===== config.mk =====
export PLATFORM = sky130hd
export DESIGN_NAME = mul_unit_top
export DESIGN_NICKNAME = d
export VERILOG_FILES = /design/src/mul_pkg.sv /design/src/mul_unit_top.sv /design/src/mul_product_stage.sv /design/src/mul_op_decode.sv /design/src/mul_pipe_ctrl.sv
export VERILOG_INCLUDE_DIRS = /design/src /design/src/include
export SDC_FILE = /design/constraint.sdc
export NUM_CORES = 2
export LEC_CHECK = 0
export ABC_AREA = 1
export BUFFER_PORTS_ARGS = -buffer_cell sky130_fd_sc_hd__buf_2
export CORE_AREA = 2 2 394 396
export CTS_CLUSTER_SIZE = 30
export DETAILED_ROUTE_END_ITERATION = 10
export DIE_AREA = 0 0 396 398
export GPL_ROUTABILITY_DRIVEN = 0
export SLEW_MARGIN = 20
export SYNTH_ARGS = -nofsm -noshare
export SYNTH_HDL_FRONTEND = slang
export SYNTH_SLANG_ARGS = --single-unit

===== constraint.sdc =====
create_clock -name clk -period 7.59 [get_ports clk]
set_input_delay 0.3795 -clock clk [delete_from_list [all_inputs] [get_ports clk]]
set_output_delay 0.3795 -clock clk [all_outputs]
set_load 0.01 [all_outputs]

===== src/include/mul_consts.svh =====
// Multiply unit constants: data, instruction id and register address widths
`ifndef MUL_CONSTS_SVH
`define MUL_CONSTS_SVH

////////////////////////////////////////
// Datapath widths
////////////////////////////////////////

// Operand and result width, RV32
`define MUL_XLEN 32

////////////////////////////////////////
// Attribute widths
////////////////////////////////////////

// Instruction id, up to eight in flight core wide
`define MUL_ID_W 3

// Physical destination register address
`define MUL_PHYS_ADDR_W 6

`endif

===== src/mul_pkg.sv =====
// Multiply unit types: operation encoding, attribute types and product word
`default_nettype none

`include "mul_consts.svh"

package mul_pkg;

    ////////////////////////////////////////
    // Operation encoding
    ////////////////////////////////////////

    // Low two bits of funct3 for the RV32M multiplies
    typedef enum logic [1:0] {
        MUL    = 2'b00,
        MULH   = 2'b01,
        MULHSU = 2'b10,
        MULHU  = 2'b11
    } mul_op_e;

    // Attributes that travel beside the operands
    typedef logic [`MUL_ID_W-1:0] id_t;
    typedef logic [`MUL_PHYS_ADDR_W-1:0] phys_addr_t;

    ////////////////////////////////////////
    // Product word
    ////////////////////////////////////////

    // Upper and lower result halves
    typedef struct packed {
        logic [`MUL_XLEN-1:0] hi;
        logic [`MUL_XLEN-1:0] lo;
    } mul_halves_t;

    // Written as one signed value, read back per half
    typedef union packed {
        logic signed [2*`MUL_XLEN-1:0] full;
        mul_halves_t half;
    } mul_product_u;

endpackage

`default_nettype wire


===== src/mul_unit_top.sv =====
// Multiply execution unit: two-stage RV32M multiply with issue and writeback
`timescale 1ns/1ps
`default_nettype none

`include "mul_consts.svh"

module mul_unit_top (
    input  wire logic                 clk,
    input  wire logic                 rst,

    // Issue side
    input  wire logic                 issue_new_request,
    input  wire mul_pkg::mul_op_e     issue_op,
    input  wire logic [`MUL_XLEN-1:0] issue_rs1,
    input  wire logic [`MUL_XLEN-1:0] issue_rs2,
    input  wire mul_pkg::id_t         issue_id,
    input  wire mul_pkg::phys_addr_t  issue_phys_addr,
    output logic                      issue_ready,

    // Writeback side
    output logic                      wb_done,
    output logic [`MUL_XLEN-1:0]      wb_rd,
    output mul_pkg::id_t              wb_id,
    output mul_pkg::phys_addr_t       wb_phys_addr,
    input  wire logic                 wb_ack
);

    // Advance strobes from control
    logic stage1_advance;
    logic stage2_advance;

    // Stage 1 to stage 2
    logic signed [`MUL_XLEN:0] rs1_r;
    logic signed [`MUL_XLEN:0] rs2_r;
    logic                      mulh_r;
    mul_pkg::id_t              id_r;
    mul_pkg::phys_addr_t       phys_addr_r;

    ////////////////////////////////////////
    // Control
    ////////////////////////////////////////

    mul_pipe_ctrl mul_pipe_ctrl_inst (
        .clk               (clk),
        .rst               (rst),
        .issue_new_request (issue_new_request),
        .wb_ack            (wb_ack),
        .stage1_advance    (stage1_advance),
        .stage2_advance    (stage2_advance),
        .issue_ready       (issue_ready),
        .wb_done           (wb_done)
    );

    ////////////////////////////////////////
    // Datapath
    ////////////////////////////////////////

    // Decode and operand registers
    mul_op_decode mul_op_decode_inst (
        .clk            (clk),
        .stage1_advance (stage1_advance),
        .op             (issue_op),
        .rs1            (issue_rs1),
        .rs2            (issue_rs2),
        .id             (issue_id),
        .phys_addr      (issue_phys_addr),
        .rs1_r          (rs1_r),
        .rs2_r          (rs2_r),
        .mulh_r         (mulh_r),
        .id_r           (id_r),
        .phys_addr_r    (phys_addr_r)
    );

    // Product and writeback select
    mul_product_stage mul_product_stage_inst (
        .clk            (clk),
        .stage2_advance (stage2_advance),
        .rs1_r          (rs1_r),
        .rs2_r          (rs2_r),
        .mulh_r         (mulh_r),
        .id_r           (id_r),
        .phys_addr_r    (phys_addr_r),
        .rd             (wb_rd),
        .id             (wb_id),
        .phys_addr      (wb_phys_addr)
    );

endmodule

`default_nettype wire


===== src/mul_product_stage.sv =====
// Multiply stage 2: registered 33x33 signed product and result half select
`timescale 1ns/1ps
`default_nettype none

`include "mul_consts.svh"

module mul_product_stage (
    input  wire logic                      clk,
    input  wire logic                      stage2_advance,
    input  wire logic signed [`MUL_XLEN:0] rs1_r,
    input  wire logic signed [`MUL_XLEN:0] rs2_r,
    input  wire logic                      mulh_r,
    input  wire mul_pkg::id_t              id_r,
    input  wire mul_pkg::phys_addr_t       phys_addr_r,
    output logic [`MUL_XLEN-1:0]           rd,
    output mul_pkg::id_t                   id,
    output mul_pkg::phys_addr_t            phys_addr
);

    // Product register, written whole, read per half
    mul_pkg::mul_product_u product_r;

    // Stage 2 attributes
    logic                high_r;
    mul_pkg::id_t        id_q;
    mul_pkg::phys_addr_t phys_addr_q;

    ////////////////////////////////////////
    // Multiply and register
    ////////////////////////////////////////

    // Both operands signed and 33 bits wide
    // Upper two product bits never matter, so 64 bits suffice
    always_ff @(posedge clk) begin
        if (stage2_advance) begin
            product_r.full <= rs1_r * rs2_r;
        end
    end

    // Attributes move with the product
    always_ff @(posedge clk) begin
        if (stage2_advance) begin
            high_r      <= mulh_r;
            id_q        <= id_r;
            phys_addr_q <= phys_addr_r;
        end
    end

    ////////////////////////////////////////
    // Result select
    ////////////////////////////////////////

    // MULH variants take the upper word
    always_comb begin
        if (high_r) begin
            rd = product_r.half.hi;
        end else begin
            rd = product_r.half.lo;
        end
    end

    assign id        = id_q;
    assign phys_addr = phys_addr_q;

endmodule

`default_nettype wire


===== src/mul_op_decode.sv =====
// Multiply stage 1: signedness decode, operand extension and input registers
`timescale 1ns/1ps
`default_nettype none

`include "mul_consts.svh"

module mul_op_decode (
    input  wire logic                      clk,
    input  wire logic                      stage1_advance,
    input  wire mul_pkg::mul_op_e          op,
    input  wire logic [`MUL_XLEN-1:0]      rs1,
    input  wire logic [`MUL_XLEN-1:0]      rs2,
    input  wire mul_pkg::id_t              id,
    input  wire mul_pkg::phys_addr_t       phys_addr,
    output logic signed [`MUL_XLEN:0]      rs1_r,
    output logic signed [`MUL_XLEN:0]      rs2_r,
    output logic                           mulh_r,
    output mul_pkg::id_t                   id_r,
    output mul_pkg::phys_addr_t            phys_addr_r
);

    // Per operand signedness
    logic rs1_signed;
    logic rs2_signed;

    // Operands widened by one bit
    logic signed [`MUL_XLEN:0] rs1_ext;
    logic signed [`MUL_XLEN:0] rs2_ext;

    // Result comes from the upper half
    logic is_high;

    ////////////////////////////////////////
    // Decode
    ////////////////////////////////////////

    // MUL keeps only the low half, so its rs1 sign is irrelevant
    assign rs1_signed = (op == mul_pkg::MULH) || (op == mul_pkg::MULHSU);

    // Signed rs2 for MUL and MULH, unsigned for the rest
    assign rs2_signed = (op == mul_pkg::MUL) || (op == mul_pkg::MULH);

    // Every op except MUL returns the high word
    assign is_high = (op != mul_pkg::MUL);

    ////////////////////////////////////////
    // Operand extension
    ////////////////////////////////////////

    // Sign bit or zero on top, so one signed multiplier
    // covers signed, unsigned and mixed cases
    assign rs1_ext = {rs1[`MUL_XLEN-1] & rs1_signed, rs1};
    assign rs2_ext = {rs2[`MUL_XLEN-1] & rs2_signed, rs2};

    ////////////////////////////////////////
    // Stage 1 registers
    ////////////////////////////////////////

    // Hold while stage 1 is stalled
    always_ff @(posedge clk) begin
        if (stage1_advance) begin
            rs1_r       <= rs1_ext;
            rs2_r       <= rs2_ext;
            mulh_r      <= is_high;
            id_r        <= id;
            phys_addr_r <= phys_addr;
        end
    end

endmodule

`default_nettype wire


===== src/mul_pipe_ctrl.sv =====
// Multiply pipeline control: stage valid bits and stage advance decisions
`timescale 1ns/1ps
`default_nettype none

module mul_pipe_ctrl (
    input  wire logic clk,
    input  wire logic rst,
    input  wire logic issue_new_request,
    input  wire logic wb_ack,
    output logic      stage1_advance,
    output logic      stage2_advance,
    output logic      issue_ready,
    output logic      wb_done
);

    // Stage occupancy
    logic valid_1;
    logic valid_2;

    ////////////////////////////////////////
    // Advance decisions
    ////////////////////////////////////////

    // Stage 2 moves when empty or its result leaves
    assign stage2_advance = ~valid_2 | wb_ack;

    // Stage 1 moves when empty or stage 2 takes its contents
    assign stage1_advance = ~valid_1 | stage2_advance;

    // Accept only when stage 1 can load
    assign issue_ready = stage1_advance;

    ////////////////////////////////////////
    // Valid bits
    ////////////////////////////////////////

    always_ff @(posedge clk) begin
        if (rst) begin
            valid_1 <= 1'b0;
            valid_2 <= 1'b0;
        end else begin
            // Stage 1 loads the request strobe, a bubble if none
            if (stage1_advance) begin
                valid_1 <= issue_new_request;
            end
            // Stage 2 inherits stage 1 occupancy
            if (stage2_advance) begin
                valid_2 <= valid_1;
            end
        end
    end

    // Result held until acked
    assign wb_done = valid_2;

endmodule

`default_nettype wire


==> metrics.md <==
| Metric | Value |
|---|---|
| Initial antenna violation count | `4` |
| Crit. End Element | `flop` |
| Num CTS Buffers | `17` |
| Layout cells sized above 1 | `7.87%` |
| Drt first pass iters | `6` |
| DRT antenna net count | `0` |
| Vias per cell | `4.43` |
| Synth Register Bits | `152` |
| Syn_area_per_cell | `8.34 sq um` |
| Endpoints failing hold | `0` |
| WL per Instance | `17.4 um` |
| Fmax | `134 MHz` |
| R2R Setup Slk | `0.14 ns` |
| CTS H-tree depth | `4` |
| Most frequent cell after synthesis | `inv_1` |
| Global route total overflow | `0` |
| Yosys top cell by area | `fa_1` |
| Clock slew at reported path FFs | `0.10 ns` |
| Vias in the first global route | `37.1k` |
| Arrival time worst endpoint | `7.72 ns` |
| Largest net degree at the start of global routing | `65` |
| Detail Placement HPWL | `112000 um` |
| Top cells by area, synth | `fa_1 (49%), inv_1 (15%), nand2_1 (12%)` |
| Total number of vias | `33.9k` |
| Synth top area share | `49.2%` |
| Async set-reset flop share out of synthesis | `0%` |
| CTS tree | `done` |
| Die extent in x | `396 um` |
| Port Buf Inserts | `121` |
| Slew @ Worst Pin | `1.04 ns` |
| Max-Cap Viols | `0` |
| GRT Overall Usage | `17.7%` |
| EDFF count, synth | `150` |
| Die area | `0.158 sq mm` |
| Count of final max-slew check failures | `0` |
| Layout net count | `6997` |
| CP Max Fanout | `19` |
| Die Ht | `398 um` |
| Yosys warnings | `0` |
| Clock skew | `0.0258 ns` |
| 1st-iter DRT viols | `2577` |
| Sequential area share after synthesis | `9.93%` |
| Total routed wirelength | `133000 um` |
| TNS Setup | `0 ns` |
| HP Class | `in2reg` |
| Drt drc | `0` |
| Syn nets | `6907` |
| Critical path class | `reg2reg` |
| Worst Setup Start Kind | `flop` |
| Cells after Synth | `5489` |
| Synthesized area | `0.0458 sq mm` |
| Top post-synthesis cells by count | `inv_1 (1786), nand2_1 (1446), fa_1 (1125)` |
| Final setup viols | `0` |
| Final period util | `98.2%` |
| Dominant synthesized flop cell | `edfxtp_1` |
| Layout area overhead | `11.6%` |
| Total core area | `0.153 sq mm` |
| Data required time of the worst path | `7.85 ns` |
| Slew margin rel. | `30.7%` |
| Clk sinks | `152` |
| Initial Util | `29.9%` |
| First-pass GRT wire length | `214000 um` |
| Max Root-Sink Buffers | `2` |
| # IOs | `122` |
| # rows | `144` |
| Final min period | `7.45 ns` |
| Outcome | `finished, final reports clean` |
| Synth unique cells | `36` |
| Root Driver | `clkbuf_16` |
| Clk_lat worst skew | `0.55 ns` |
## final cells by class
type                            instances  area, sq um
Fill cell                           15800       102000
Multi-Input combinational cell       3275        33600
Inverter                             1795         6740
Sequential cell                       152         4540
Timing Repair Buffer                  338         2990
Tap cell                             2044         2560
Clock buffer                           17          425
Clock inverter                         15          199
Antenna cell                            4         10.0
## final timing paths
check | cells past startpoint | endpoint | from
worst max-delay path | 27 | mul_product_stage_inst.product_r[49]$_DFFE_PP_ | mul_op_decode_inst.rs2_r[1]$_DFFE_PP_
worst min-delay path | 1 | mul_op_decode_inst.rs2_r[12]$_DFFE_PP_ | issue_rs2[12]
worst max register to register | 27 | mul_product_stage_inst.product_r[49]$_DFFE_PP_ | mul_op_decode_inst.rs2_r[1]$_DFFE_PP_
worst min register to register | 0 | mul_product_stage_inst.phys_addr[1]$_DFFE_PP_ | mul_op_decode_inst.phys_addr_r[1]$_DFFE_PP_
## per-layer routing
layer / share of wire, % / up-vias / global-route usage [%] / wire length, um
met5: 0.015 / - / 0 / 20
met4: 2.6 / 2 / 4.76 / 3470
met3: 6.1 / 200 / 2.45 / 8080
met2: 49 / 1093 / 30.2 / 64900
met1: 42 / 17300 / 23.4 / 56300
li1: - / 15300 / - / -
## placed cells by master (no fill, tap or decap), drive strengths merged, types with 9 or more instances in the layout
cell         Yosys  layout
inv           1792    1798
nand2         1457    1457
fa            1125    1125
buf              5     277
ha             214     214
nor2           155     155
edfxtp         150     150
a21oi           78      78
nand3           75      75
dlygate4sd3      0      60
o21ai           36      36
xor2            35      35
mux2            32      32
clkbuf         262      18
o21bai          15      15
nand4           15      15
or2             11      11
nor3            11      11
clkinv           3       9
## kinds of logic after synthesis
logic type | Yosys count | synth area share (%)
buffers and inverters | 2062 | 16.9
AOI/OAI and AO/OA | 136 | 1.67
and+or+nand+nor | 1729 | 14.9
DFF | 152 | 9.93
adders and majority gates | 1339 | 55.0
xor gates and xnor gates | 39 | 0.746
muxes | 32 | 0.787
## what timing repair did
action                                  4_1_cts  5_1_grt
hold buffers                                 60        0
buffers inserted                              0        9
gates resized for setup                       0       41
endpoints found under the setup margin        0       29
endpoints found under the hold margin        61        0
## registers in the layout, summed over array words and instances (netlist names), 3 cells and up
signal and count:
mul_op_decode_inst.id_r 3, mul_op_decode_inst.phys_addr_r 6, mul_op_decode_inst.rs1_r 33, mul_op_decode_inst.rs2_r 33
mul_product_stage_inst.id 3, mul_product_stage_inst.phys_addr 6, mul_product_stage_inst.product_r 64
## critical path: stages (launching register included)
cell and delay, ns:
edfxtp_1 0.42, buf_12 0.17, buf_4 0.22, nand2_1 0.10
inv_1 0.05, fa_1 0.49, inv_1 0.06, fa_1 0.52
inv_1 0.05, fa_1 0.48, inv_1 0.07, fa_1 0.46
fa_1 0.55, inv_1 0.06, fa_1 0.49, fa_1 0.49
inv_1 0.05, fa_1 0.47, inv_1 0.04, ha_1 0.40
a21oi_2 0.31, o21ai_1 0.19, a21oi_1 0.33, nor2_1 0.07
o21bai_1 0.28, nand3_1 0.11, nand2_1 0.08, nand2_1 0.15
## per-stage QoR
stage	hold WS, ns	instance area, sq um	setup slack, ns	cells	utilization (%)
global route	0.0174	51100	-0.0116	7637	33.3
floorplan	0.400	45800	0.0203	5489	-
global placement	0.401	49600	0.0703	7535	32.4
CTS	0.00647	50800	0.0128	7627	33.2
detailed placement	0.405	49600	0.0674	7535	32.4
finish	0.0398	51100	0.137	7640	33.3
Power is left out: the tool's default activity adds up to more than one toggle a clock period on the data nets, which glitch-free logic cannot reach.
